## config.mk

```make
export PLATFORM = sky130hd
export DESIGN_NAME = int_pipe_top
export DESIGN_NICKNAME = d
export VERILOG_FILES = /design/src/rtl/pipe_pkg.sv /design/src/rtl/int_pipe_top.sv /design/src/rtl/pipe_ctrl.sv /design/src/rtl/ex_stage.sv /design/src/rtl/pipe_reg.sv /design/src/rtl/id_stage.sv /design/src/rtl/regfile.sv
export SDC_FILE = /design/constraint.sdc
export NUM_CORES = 2
export LEC_CHECK = 0
export BUFFER_PORTS_ARGS = -buffer_cell sky130_fd_sc_hd__buf_2
export CAP_MARGIN = 10
export CORE_MARGIN = 5
export CORE_UTILIZATION = 35
export DETAILED_ROUTE_END_ITERATION = 12
export PLACE_DENSITY = 0.6
export REMOVE_ABC_BUFFERS = 1
export SETUP_SLACK_MARGIN = 0.02
export SLEW_MARGIN = 0
export SYNTH_ARGS = -nofsm -noshare
export SYNTH_HDL_FRONTEND = slang
export SYNTH_SLANG_ARGS = --single-unit
```

## constraint.sdc

```tcl
create_clock -name clk -period 4.5 [get_ports clk]
set_clock_uncertainty 0.05 [all_clocks]
set_input_delay 0.225 -clock clk [delete_from_list [all_inputs] [get_ports clk]]
set_output_delay 0.225 -clock clk [all_outputs]
set_load 0.02 [all_outputs]
```

## src/rtl/pipe_pkg.sv

```systemverilog
package pipe_pkg;

    localparam int xlen = 32;
    localparam int reg_addr_w = 5;

    localparam int stage_num = 2;
    localparam int id_stage_bit = 0;
    localparam int ex_stage_bit = 1;

    localparam logic [xlen-1:0] reset_pc = '0;

    localparam logic [6:0] opc_op = 7'b0110011;
    localparam logic [6:0] opc_op_imm = 7'b0010011;
    localparam logic [6:0] opc_lui = 7'b0110111;

    typedef enum logic [3:0] {
        alu_add,
        alu_sub,
        alu_sll,
        alu_slt,
        alu_sltu,
        alu_xor,
        alu_srl,
        alu_sra,
        alu_or,
        alu_and,
        alu_pass_b                          // LUI result is the immediate itself.
    } alu_op_e;

    typedef struct packed {
        logic                  valid;
        logic [xlen-1:0]       pc;
        alu_op_e               alu_op;
        logic                  src2_imm;    // Operand 2 comes from imm instead of rs2.
        logic [xlen-1:0]       imm;
        logic [xlen-1:0]       rs1_val;
        logic [xlen-1:0]       rs2_val;
        logic [reg_addr_w-1:0] rd;
        logic                  wreg;
    } id_ex_t;

    typedef struct packed {
        logic                  valid;
        logic [xlen-1:0]       pc;
        logic [reg_addr_w-1:0] rd;
        logic                  wreg;
        logic [xlen-1:0]       data;
    } ex_ret_t;

    localparam id_ex_t id_ex_nop = '{
        valid:    1'b0,
        pc:       '0,
        alu_op:   alu_add,
        src2_imm: 1'b0,
        imm:      '0,
        rs1_val:  '0,
        rs2_val:  '0,
        rd:       '0,
        wreg:     1'b0
    };

    localparam ex_ret_t ex_ret_nop = '{
        valid: 1'b0,
        pc:    '0,
        rd:    '0,
        wreg:  1'b0,
        data:  '0
    };

endpackage
```

## src/rtl/int_pipe_top.sv

```systemverilog
module int_pipe_top (
    input  logic                            clk,
    input  logic                            rstn,
    input  logic                            in_valid,
    input  logic [pipe_pkg::xlen-1:0]       in_inst,
    output logic                            in_ready,
    input  logic                            kill,
    output logic                            out_valid,
    input  logic                            out_ready,
    output logic [pipe_pkg::xlen-1:0]       out_pc,
    output logic [pipe_pkg::reg_addr_w-1:0] out_rd,
    output logic                            out_wreg,
    output logic [pipe_pkg::xlen-1:0]       out_data
);

    logic [pipe_pkg::stage_num-1:0]  stall;
    logic [pipe_pkg::stage_num-1:0]  ret_stall;
    pipe_pkg::id_ex_t                id_rec;
    pipe_pkg::id_ex_t                id_ex_q;
    pipe_pkg::ex_ret_t               ex_rec;
    pipe_pkg::ex_ret_t               ret_q;
    logic [pipe_pkg::xlen-1:0]       ex_fwd_data;
    logic [pipe_pkg::reg_addr_w-1:0] rs1_addr;
    logic [pipe_pkg::reg_addr_w-1:0] rs2_addr;
    logic [pipe_pkg::xlen-1:0]       rs1_val;
    logic [pipe_pkg::xlen-1:0]       rs2_val;
    logic                            rf_we;

    // EX counts as stopped during kill, so the killed record drains as a bubble.
    assign ret_stall[pipe_pkg::id_stage_bit] = stall[pipe_pkg::ex_stage_bit] || kill;
    assign ret_stall[pipe_pkg::ex_stage_bit] = stall[pipe_pkg::ex_stage_bit];

    assign rf_we = ret_q.valid && ret_q.wreg && out_ready;    // Written as it leaves.

    pipe_ctrl pipe_ctrl_i (
        .clk(clk), .rstn(rstn),
        .in_valid(in_valid), .kill(kill), .out_ready(out_ready),
        .ret_valid(ret_q.valid), .stall(stall), .in_ready(in_ready)
    );

    regfile regfile_i (
        .clk(clk), .rstn(rstn),
        .rs1_addr(rs1_addr), .rs2_addr(rs2_addr), .rs1_val(rs1_val), .rs2_val(rs2_val),
        .we(rf_we), .wr_addr(ret_q.rd), .wr_data(ret_q.data)
    );

    id_stage id_stage_i (
        .clk(clk), .rstn(rstn), .inst(in_inst), .stall(stall), .id_ex(id_rec),
        .ex_fwd_data(ex_fwd_data), .ex_fwd(id_ex_q), .ret_fwd(ret_q),
        .rf_rs1_addr(rs1_addr), .rf_rs2_addr(rs2_addr),
        .rf_rs1_val(rs1_val), .rf_rs2_val(rs2_val)
    );

    pipe_reg #(.payload_t(pipe_pkg::id_ex_t), .nop_value(pipe_pkg::id_ex_nop)) id_ex_reg_i (
        .clk(clk), .rstn(rstn), .stall(stall), .flush(kill), .d(id_rec), .q(id_ex_q)
    );

    ex_stage ex_stage_i (
        .id_ex(id_ex_q), .ret(ex_rec), .fwd_data(ex_fwd_data)
    );

    pipe_reg #(.payload_t(pipe_pkg::ex_ret_t), .nop_value(pipe_pkg::ex_ret_nop)) ex_ret_reg_i (
        .clk(clk), .rstn(rstn), .stall(ret_stall), .flush(1'b0), .d(ex_rec), .q(ret_q)
    );

    assign out_valid = ret_q.valid;
    assign out_pc = ret_q.pc;
    assign out_rd = ret_q.rd;
    assign out_wreg = ret_q.wreg;
    assign out_data = ret_q.data;

endmodule

```

## src/rtl/pipe_ctrl.sv

```systemverilog
module pipe_ctrl (
    input  logic                           clk,
    input  logic                           rstn,
    input  logic                           in_valid,
    input  logic                           kill,
    input  logic                           out_ready,
    input  logic                           ret_valid,
    output logic [pipe_pkg::stage_num-1:0] stall,
    output logic                           in_ready
);

    // Retire output is blocked, so everything behind it must wait.
    assign stall[pipe_pkg::ex_stage_bit] = ret_valid && !out_ready;

    // Kill also stops decode so the PC does not move on a refused instruction.
    assign stall[pipe_pkg::id_stage_bit] = stall[pipe_pkg::ex_stage_bit] || !in_valid || kill;

    assign in_ready = !stall[pipe_pkg::ex_stage_bit] && !kill;

    no_accept_on_kill: assert property (
        @(posedge clk) disable iff (!rstn)
        kill |-> !in_ready
    ) else $error("pipe_ctrl: in_ready high during kill");

    ex_stall_stops_id: assert property (
        @(posedge clk) disable iff (!rstn)
        stall[pipe_pkg::ex_stage_bit] |-> stall[pipe_pkg::id_stage_bit]
    ) else $error("pipe_ctrl: EX stalled while ID runs");

endmodule

```

## src/rtl/ex_stage.sv

```systemverilog
module ex_stage (
    input  pipe_pkg::id_ex_t          id_ex,
    output pipe_pkg::ex_ret_t         ret,
    output logic [pipe_pkg::xlen-1:0] fwd_data
);

    logic [pipe_pkg::xlen-1:0] op_a;
    logic [pipe_pkg::xlen-1:0] op_b;
    logic [4:0]                shamt;
    logic [pipe_pkg::xlen-1:0] result;

    assign op_a = id_ex.rs1_val;
    assign op_b = id_ex.src2_imm ? id_ex.imm : id_ex.rs2_val;
    assign shamt = op_b[4:0];

    always_comb begin
        case (id_ex.alu_op)
            pipe_pkg::alu_add:    result = op_a + op_b;
            pipe_pkg::alu_sub:    result = op_a - op_b;
            pipe_pkg::alu_sll:    result = op_a << shamt;
            pipe_pkg::alu_slt:    result = {31'b0, $signed(op_a) < $signed(op_b)};
            pipe_pkg::alu_sltu:   result = {31'b0, op_a < op_b};
            pipe_pkg::alu_xor:    result = op_a ^ op_b;
            pipe_pkg::alu_srl:    result = op_a >> shamt;
            pipe_pkg::alu_sra:    result = $unsigned($signed(op_a) >>> shamt);
            pipe_pkg::alu_or:     result = op_a | op_b;
            pipe_pkg::alu_and:    result = op_a & op_b;
            pipe_pkg::alu_pass_b: result = op_b;
            default:              result = '0;
        endcase
    end

    always_comb begin
        ret.valid = id_ex.valid;
        ret.pc = id_ex.pc;
        ret.rd = id_ex.rd;
        ret.wreg = id_ex.wreg;
        ret.data = result;
    end

    assign fwd_data = result;                      // Feeds decode before the retire register.

endmodule

```

## src/rtl/pipe_reg.sv

```systemverilog
module pipe_reg #(
    parameter type      payload_t = logic,
    parameter payload_t nop_value = payload_t'(0)
) (
    input  logic                           clk,
    input  logic                           rstn,
    input  logic [pipe_pkg::stage_num-1:0] stall,
    input  logic                           flush,
    input  payload_t                       d,
    output payload_t                       q
);

    logic up_stop;
    logic own_stop;

    // The upstream stage sits in the ID bit and this register's own stage in the EX bit.
    assign up_stop = stall[pipe_pkg::id_stage_bit];
    assign own_stop = stall[pipe_pkg::ex_stage_bit];

    always_ff @(posedge clk or negedge rstn) begin
        if (!rstn) begin
            q <= nop_value;
        end else if (flush || (up_stop && !own_stop)) begin
            q <= nop_value;                        // Drained downstream, nothing new to take.
        end else if (!up_stop) begin
            q <= d;
        end
    end

    hold_when_stopped: assert property (
        @(posedge clk) disable iff (!rstn)
        (up_stop && own_stop && !flush) |=> $stable(q)
    ) else $error("pipe_reg: contents changed while both stages were stopped");

endmodule

```

## src/rtl/id_stage.sv

```systemverilog
module id_stage (
    input  logic                            clk,
    input  logic                            rstn,
    input  logic [pipe_pkg::xlen-1:0]       inst,
    input  logic [pipe_pkg::stage_num-1:0]  stall,
    output pipe_pkg::id_ex_t                id_ex,
    input  logic [pipe_pkg::xlen-1:0]       ex_fwd_data,
    input  pipe_pkg::id_ex_t                ex_fwd,
    input  pipe_pkg::ex_ret_t               ret_fwd,
    output logic [pipe_pkg::reg_addr_w-1:0] rf_rs1_addr,
    output logic [pipe_pkg::reg_addr_w-1:0] rf_rs2_addr,
    input  logic [pipe_pkg::xlen-1:0]       rf_rs1_val,
    input  logic [pipe_pkg::xlen-1:0]       rf_rs2_val
);

    logic [pipe_pkg::xlen-1:0] pc;
    logic [6:0]                opcode;
    logic [2:0]                funct3;

    // alt is funct7 bit 5, which picks SUB and SRA.
    function automatic pipe_pkg::alu_op_e alu_decode(input logic [2:0] f3, input logic alt);
        case (f3)
            3'b000:  return alt ? pipe_pkg::alu_sub : pipe_pkg::alu_add;
            3'b001:  return pipe_pkg::alu_sll;
            3'b010:  return pipe_pkg::alu_slt;
            3'b011:  return pipe_pkg::alu_sltu;
            3'b100:  return pipe_pkg::alu_xor;
            3'b101:  return alt ? pipe_pkg::alu_sra : pipe_pkg::alu_srl;
            3'b110:  return pipe_pkg::alu_or;
            default: return pipe_pkg::alu_and;
        endcase
    endfunction

    function automatic logic [pipe_pkg::xlen-1:0] bypass(
        input logic [pipe_pkg::reg_addr_w-1:0] addr,
        input logic [pipe_pkg::xlen-1:0]       rf_val,
        input pipe_pkg::id_ex_t                ex_rec,
        input logic [pipe_pkg::xlen-1:0]       ex_val,
        input pipe_pkg::ex_ret_t               ret_rec
    );
        if (addr == '0) begin
            return '0;
        end
        if (ex_rec.valid && ex_rec.wreg && ex_rec.rd == addr) begin
            return ex_val;                         // Youngest producer wins.
        end
        if (ret_rec.valid && ret_rec.wreg && ret_rec.rd == addr) begin
            return ret_rec.data;
        end
        return rf_val;
    endfunction

    always_ff @(posedge clk or negedge rstn) begin
        if (!rstn) begin
            pc <= pipe_pkg::reset_pc;
        end else if (!stall[pipe_pkg::id_stage_bit]) begin
            pc <= pc + 32'd4;                      // Advances once per accepted instruction.
        end
    end

    assign opcode = inst[6:0];
    assign funct3 = inst[14:12];
    assign rf_rs1_addr = inst[19:15];
    assign rf_rs2_addr = inst[24:20];

    always_comb begin
        id_ex = pipe_pkg::id_ex_nop;
        id_ex.valid = 1'b1;
        id_ex.pc = pc;
        id_ex.rd = inst[11:7];
        case (opcode)
            pipe_pkg::opc_op: begin
                id_ex.alu_op = alu_decode(funct3, inst[30]);
                id_ex.wreg = 1'b1;
            end
            pipe_pkg::opc_op_imm: begin
                id_ex.alu_op = alu_decode(funct3, inst[30] && funct3 == 3'b101);
                id_ex.imm = {{20{inst[31]}}, inst[31:20]};
                id_ex.src2_imm = 1'b1;
                id_ex.wreg = 1'b1;
            end
            pipe_pkg::opc_lui: begin
                id_ex.alu_op = pipe_pkg::alu_pass_b;
                id_ex.imm = {inst[31:12], 12'b0};
                id_ex.src2_imm = 1'b1;
                id_ex.wreg = 1'b1;
            end
            default: begin
                id_ex.wreg = 1'b0;                 // Unknown opcodes retire without a write.
            end
        endcase
        id_ex.rs1_val = bypass(rf_rs1_addr, rf_rs1_val, ex_fwd, ex_fwd_data, ret_fwd);
        id_ex.rs2_val = bypass(rf_rs2_addr, rf_rs2_val, ex_fwd, ex_fwd_data, ret_fwd);
    end

endmodule

```

## src/rtl/regfile.sv

```systemverilog
module regfile (
    input  logic                            clk,
    input  logic                            rstn,
    input  logic [pipe_pkg::reg_addr_w-1:0] rs1_addr,
    input  logic [pipe_pkg::reg_addr_w-1:0] rs2_addr,
    output logic [pipe_pkg::xlen-1:0]       rs1_val,
    output logic [pipe_pkg::xlen-1:0]       rs2_val,
    input  logic                            we,
    input  logic [pipe_pkg::reg_addr_w-1:0] wr_addr,
    input  logic [pipe_pkg::xlen-1:0]       wr_data
);

    logic [pipe_pkg::xlen-1:0] regs [0:31];

    always_ff @(posedge clk or negedge rstn) begin
        if (!rstn) begin
            for (int i = 0; i < 32; i++) begin
                regs[i] <= '0;
            end
        end else if (we && wr_addr != '0) begin   // Entry 0 is never written.
            regs[wr_addr] <= wr_data;
        end
    end

    // x0 stays zero in storage, so the read path needs no special case.
    assign rs1_val = regs[rs1_addr];
    assign rs2_val = regs[rs2_addr];

    x0_write_ignored: assert property (
        @(posedge clk) disable iff (!rstn)
        (we && wr_addr == '0) |=> (regs[0] == '0)
    ) else $error("regfile: write to x0 changed its value");

endmodule

```

== Word-level counts from Yosys, hierarchy flattened ==
Cells that the tools add are included.

* Add/subtract/negate cells: 3
* $lt $le $gt $ge: 6
* Eq/ne operators: 25
* Shifts and indexed selects: 3
* Mux-type cells: 48
* Bitwise gates (word level): 6
* Reductions and logical operators: 28

{| class="wikitable"
|+ Operators with widths
! operator !! number
|-
| 1024-bit bitwise mux || 1
|-
| 32-bit two-way mux || 18
|-
| 32-bit case mux with 11 select lines || 1
|-
| 32-bit binary-select mux with 5-bit select || 2
|-
| 140-bit two-way mux || 2
|-
| 32-bit demux with 5-bit select || 1
|-
| 71-bit two-way mux || 2
|-
| 33-bit case mux with 2 select lines || 1
|-
| 32-bit less-than comparator || 2
|-
| 4-bit case mux with 7 select lines || 2
|-
| 32-bit by 3-bit adder with 32-bit output (second input constant) || 1
|-
| 32-bit adder || 1
|-
| 32-bit bitwise AND || 1
|-
| 32-bit bitwise OR || 1
|-
| 32-bit by 5-bit left shift with 32-bit output || 1
|-
| 32-bit by 5-bit right shift with 32-bit output || 1
|-
| 32-bit by 5-bit >>> shifter with 32-bit output || 1
|-
| 32-bit subtractor || 1
|-
| 32-bit XOR || 1
|-
| 5-bit == test || 4
|-
| 6-bit greater-or-equal comparator (second input constant) || 3
|-
| 5-bit inverter with 6-bit output || 3
|-
| 1-bit two-way mux || 17
|-
| 4-bit by 3-bit == test with 1-bit output (second input constant) || 4
|-
| other kinds (19) || 47
|}

* Bits in registers: 1,267
* Word-level logic and storage cells: 166

== Depth between registers and ports, before layout ==
* Depth after elaboration: 11
* Gate-level depth with buffers: 18

== Modules after synthesis ==
From an unflattened synthesis, not the netlist that was laid out.

* Cells, all modules: 7,503
* Area, all modules: 79,202.2 um^2

{| class="wikitable"
|+ Modules (own cells, without submodules)
! module !! instances !! cells an instance !! area each (um^2) !! sequential area each (um^2)
|-
| regfile || 1 || 4,601 || 55,942.4 || 25,624.6
|-
| ex_stage || 1 || 1,489 || 10,237.3 || 0.0
|-
| pipe_reg at id_ex_reg_i || 1 || 623 || 6,373.6 || 3,503.4
|-
| id_stage || 1 || 469 || 3,488.3 || 750.7
|-
| pipe_reg at ex_ret_reg_i || 1 || 315 || 3,118.0 || 1,776.7
|-
| pipe_ctrl || 1 || 3 || 26.3 || 0.0
|-
| int_pipe_top || 1 || 3 || 16.3 || 0.0
|}

== Least setup slack after synthesis ==
No wires, ideal clock.

* Kind: register -> register
* Start point: register id_ex_reg_i.q[102] in the netlist's numbering
* End point: register id_ex_reg_i.q[33] in the netlist's numbering
* Arrival time: 4.351 ns
* Data required time: 4.308 ns
* Slack: -0.043 ns
* Stages on the path, launching flop included: 17
* Path buffers: 5
* Period minus slack after synthesis: 4.543 ns
* Cells stage by stage: dfrtp_1 > buf_6 > buf_2 > buf_1 > buf_2 > mux2i_1 > ha_1 > clkbuf_1 > a21oi_1 > o211ai_1 > a211oi_1 > o41ai_1 > a32o_1 > o21ai_1 > or3b_1 > a2111oi_1 > o21ai_1

* Cells in the longest elaborated chain, start to end: 10
* Elaborated cells on any way between the ends: 17
* Those cells by class: add/sub: 2; shift: 3; mux: 9; bitwise: 3

{| class="wikitable"
|+ RTL lines
! what !! RTL line !! text
|-
| from (decl) || pipe_reg.sv:10 || <nowiki>output payload_t q</nowiki>
|-
| from (signal assigned) || pipe_reg.sv:22 || <nowiki>q <= nop_value;</nowiki>
|-
| from (signal assigned) || pipe_reg.sv:24 || <nowiki>q <= nop_value;</nowiki>
|-
| 32-bit two-way mux * || ex_stage.sv:13 || <nowiki>assign op_b = id_ex.src2_imm ? id_ex.imm : id_ex.rs2_val;</nowiki>
|-
| 32-bit subtractor (tied with other cells) || ex_stage.sv:19 || <nowiki>pipe_pkg::alu_sub: result = op_a - op_b;</nowiki>
|-
| 32-bit case mux with 11 select lines * || ex_stage.sv:17 || <nowiki>case (id_ex.alu_op)</nowiki>
|-
| 32-bit two-way mux * || id_stage.sv:44 || <nowiki>if (ex_rec.valid && ex_rec.wreg && ex_rec.rd == addr) begin</nowiki>
|-
| 32-bit two-way mux || id_stage.sv:47 || <nowiki>if (ret_rec.valid && ret_rec.wreg && ret_rec.rd == addr) begin</nowiki>
|-
| 32-bit two-way mux || id_stage.sv:50 || <nowiki>return rf_val;</nowiki>
|-
| 32-bit two-way mux * || id_stage.sv:47 ||
|-
| 32-bit two-way mux * || id_stage.sv:44 ||
|-
| 140-bit two-way mux * || pipe_reg.sv:25 || <nowiki>end else if (!up_stop) begin</nowiki>
|-
| 140-bit two-way mux * || pipe_reg.sv:23 || <nowiki>end else if (flush || (up_stop && !own_stop)) begin</nowiki>
|}

Every way passes the cells marked *; elsewhere a longest branch is shown, timed or not. The select of a mux whose other input is x is not followed.
A chain may end at the register's enable or synchronous reset.

== Final worst setup path ==
* Start point: register id_ex_reg_i.q[102] in the netlist's numbering
* End point: register id_ex_reg_i.q[62] in the netlist's numbering

The elaborated chain is that of the path after synthesis.

==> impl_metrics.tcl <==
set metrics [dict create \
    ant_nets 0 \
    crit_path_frequent_cell "buf_4" \
    crit_path_max_fanout 6 \
    drt_wl_total_um 278000 \
    synth-warning-count 0 \
    async_reset_ff_frac 1.00 \
    finalCritPeriodShare 0.975 \
    critPathKind "flop to flop" \
    slowest_delay_ns 0.53 \
    die_w_um 469 \
    nets 5757 \
    yosysSeqAreaShare 0.428 \
    design_area_mm2 0.0846 \
    synth_area_mm2 0.0737 \
    via_count 53000 \
    crit-reg2reg-capture "id_ex_reg_i.q[62]$_DFFE_PN0P_" \
    grt_usage 0.251 \
    synth_top_cells_by_count "dfrtp_1 (1,261), mux2_2 (995), mux4_2 (685)" \
    start_util 0.352 \
    ys_ff_latch 1261 \
    synth_edf_count 0 \
    routed_via_density 6.20 \
    syn_area_per_cell_um2 13.3 \
    drv_cap 0 \
    place_hpwl_um 183000 \
    netlist_top_cells_area "dfrtp_1 (43%), mux4_2 (21%), mux2_2 (15%)" \
    synth.distinct_cells 92 \
    ys.flop_type "dfrtp_1" \
    io_buffer_count 106 \
    ir_drop_uv 361 \
    synth.most_common_cell "dfrtp_1" \
    pwr_density_cell_mw_per_mm2 292 \
    fp.coreArea_mm2 0.210 \
    grt_antenna_before_repair 11 \
    worstPathCellList "mux2i_4 -> inv_2 -> ha_1 -> inv_1 -> fa_1 -> nor2b_1 -> o211ai_1 -> a311oi_1 -> buf_4 -> o21ai_0 -> nand3_1 -> and2_1 -> a211oi_1 -> o21ai_1 -> buf_4 -> a221o_1" \
    hold_path_class "input pin to asynchronous set/reset pin" \
    grt_pass1_wl_um 401000 \
    worstSkewPairLatency_ns 0.80 \
    p_leak_nw 38.5 \
    wire_per_inst_um 32.6 \
    critPathLaunchType "flop" \
    slew_headroom 0.129 \
    syn_inst 5533 \
    yosys.area.top_type "dfrtp_1" \
    drv_slew 0 \
    clock-sinks 1261 \
    drt_iter0_markers 5766 \
    finalHoldViolations 0 \
    whs_ns 0.00196 \
    die_h_um 469 \
    grt_max_degree 125 \
    reg2reg_depth 16 \
    dieArea_mm2 0.220 \
    cts_buffer_depth 3 \
    timing.setup.tns_ns 0 \
    r2r_slack_ns 0.11 \
    final_layout_size_suffix_gt1_frac 0.432 \
    first_pass_iters 6 \
    grt_pass1_vias 53400 \
    num_io_pins 109 \
    slowest_stage "o21ai_0" \
    cts_buffers 138 \
    setup_viol 0 \
    synth_top_cell_area_share 0.428 \
    ctsRootBufferMaster "clkbuf_16" \
    overflow 0 \
    worst_ep_required_time_ns 5.12 \
    rows 168 \
    status "finished, final reports clean" \
    critPathArrivalTime_ns 5.01 \
    min_period_ns 4.39 \
    end_kind "flop" \
    postPlaceCellArea_mm2 0.0795 \
    cts_tree "built" \
    drcViolationCount 0 \
    worst_slew_pin_slew_ns 1.31 \
    clk_pin_slew_ns 0.06 \
    max_freq_ghz 0.228 \
    h-tree-depth 4 \
    gp_congestion 1.04 \
    r2r_start "id_ex_reg_i.q[102]$_DFFE_PN0P_" \
    syn2layout_area_growth_pct 14.8 \
]
per-stage QoR:
| stage | power [mW] | cells | util | setup WS (ns) |
|---|---|---|---|---|
| 3_3_place_gp | 12.9 | 8257 | 0.379 | -0.0944 |
| 2_1_floorplan | 12.0 | 4958 | - | -3.27 |
| 6_report | 24.7 | 8540 | 0.404 | 0.114 |
| 4_1_cts | 24.9 | 8532 | 0.403 | 0.0575 |
| 5_1_grt | 25.5 | 8537 | 0.404 | -0.0196 |
| 3_5_place_dp | 12.9 | 8257 | 0.379 | -0.0667 |
routing by layer:
layer / part of all wire / GRT usage / routed length [µm] / vias to the layer above
li1: - / - / - / 21500
met1: 0.42 / 0.345 / 116000 / 28400
met2: 0.45 / 0.378 / 124000 / 2490
met3: 0.092 / 0.0671 / 25700 / 556
met4: 0.045 / 0.0991 / 12600 / 4
met5: 0.00012 / 0 / 34 / -
critical path: cells and delay by family, from the launching register on:
| family | cells | cell delay, ns |
|---|---|---|
| AOI/OAI and AO/OA | 6 | 1.60 |
| adders and majority gates | 2 | 0.66 |
| buffers and inverters | 4 | 0.56 |
| DFF | 1 | 0.51 |
| muxes | 1 | 0.24 |
| and+or+nand+nor | 3 | 0.63 |
repair_timing:
item	in CTS	in global routing
resized for setup	3	8
hold buffers	24	0
setup buffers	0	2
hold endpoints to repair	197	0
setup endpoints to repair	6	20
worst max-delay path by stage:
stage	from	to	depth (start not counted)
after floorplan	id_ex_reg_i.q[102]$_DFFE_PN0P_	id_ex_reg_i.q[33]$_DFFE_PN0P_	12
after global placement	id_ex_reg_i.q[102]$_DFFE_PN0P_	id_ex_reg_i.q[65]$_DFFE_PN0P_	14
after detailed placement	id_ex_reg_i.q[102]$_DFFE_PN0P_	ex_ret_reg_i.q[27]$_DFFE_PN0P_	14
after CTS	id_ex_reg_i.q[102]$_DFFE_PN0P_	ex_ret_reg_i.q[27]$_DFFE_PN0P_	14
after global routing	id_ex_reg_i.q[102]$_DFFE_PN0P_	ex_ret_reg_i.q[27]$_DFFE_PN0P_	14
final	id_ex_reg_i.q[102]$_DFFE_PN0P_	id_ex_reg_i.q[62]$_DFFE_PN0P_	16
registers in the layout, indices dropped and copies added (netlist names):
register / cells
id_stage_i.pc: 30
ex_ret_reg_i.q: 69
id_ex_reg_i.q: 138
regfile_i.regs: 1024
cell type report:
type	instances	area [µm²]
clock buffer	203	4110
clock inverter	48	646
fill	19500	125000
multi-input combinational	3596	39900
inverter	101	382
timing repair buffer	521	4520
antenna	5	12.5
tap	2805	3510
sequential	1261	31600
cells in the final DEF, fill, tap and decap left out, types with 21 or more instances in the layout:
master | netlist | layout
dfrtp_1 | 1261 | 1259
mux2_2 | 995 | 995
mux4_2 | 685 | 685
buf_4 | 8 | 337
nand2_1 | 281 | 263
nor2_1 | 209 | 198
a21oi_1 | 183 | 181
mux2i_1 | 177 | 173
clkbuf_16 | 0 | 140
o21ai_0 | 112 | 112
ha_1 | 99 | 98
buf_2 | 19 | 95
inv_1 | 94 | 93
a211oi_1 | 89 | 89
a22o_1 | 66 | 66
buf_12 | 0 | 58
a221o_1 | 47 | 47
nor3_1 | 45 | 44
nand3_1 | 41 | 41
nand3b_1 | 41 | 41
o21ai_1 | 39 | 39
clkbuf_8 | 0 | 37
a22oi_1 | 35 | 35
xnor2_1 | 33 | 33
clkbuf_1 | 411 | 26
o22ai_1 | 25 | 25
xor2_1 | 24 | 24
dlygate4sd3_1 | 0 | 24
nor4_1 | 24 | 21
where the power goes:
group | total (mW) | internal (mW) | switching, mW
sequential | 11.4 | 11.4 | 0.0458
clock | 12.0 | 6.97 | 5.04
combinational | 1.26 | 0.409 | 0.855
logic make-up (layout without fill, tap and decap cells):
family / count (synthesis) / after routing / synth area share
other cells: 1 / 7 / 0.0000509
simple gates: 766 / 766 / 0.0483
compound gates: 794 / 794 / 0.0743
buf+inv: 677 / 873 / 0.0354
xor+xnor: 57 / 57 / 0.00678
mux: 1876 / 1876 / 0.390
flops: 1261 / 1261 / 0.428
fa+ha+maj: 101 / 101 / 0.0174
Note: power is estimated with default switching activity, not from simulation.
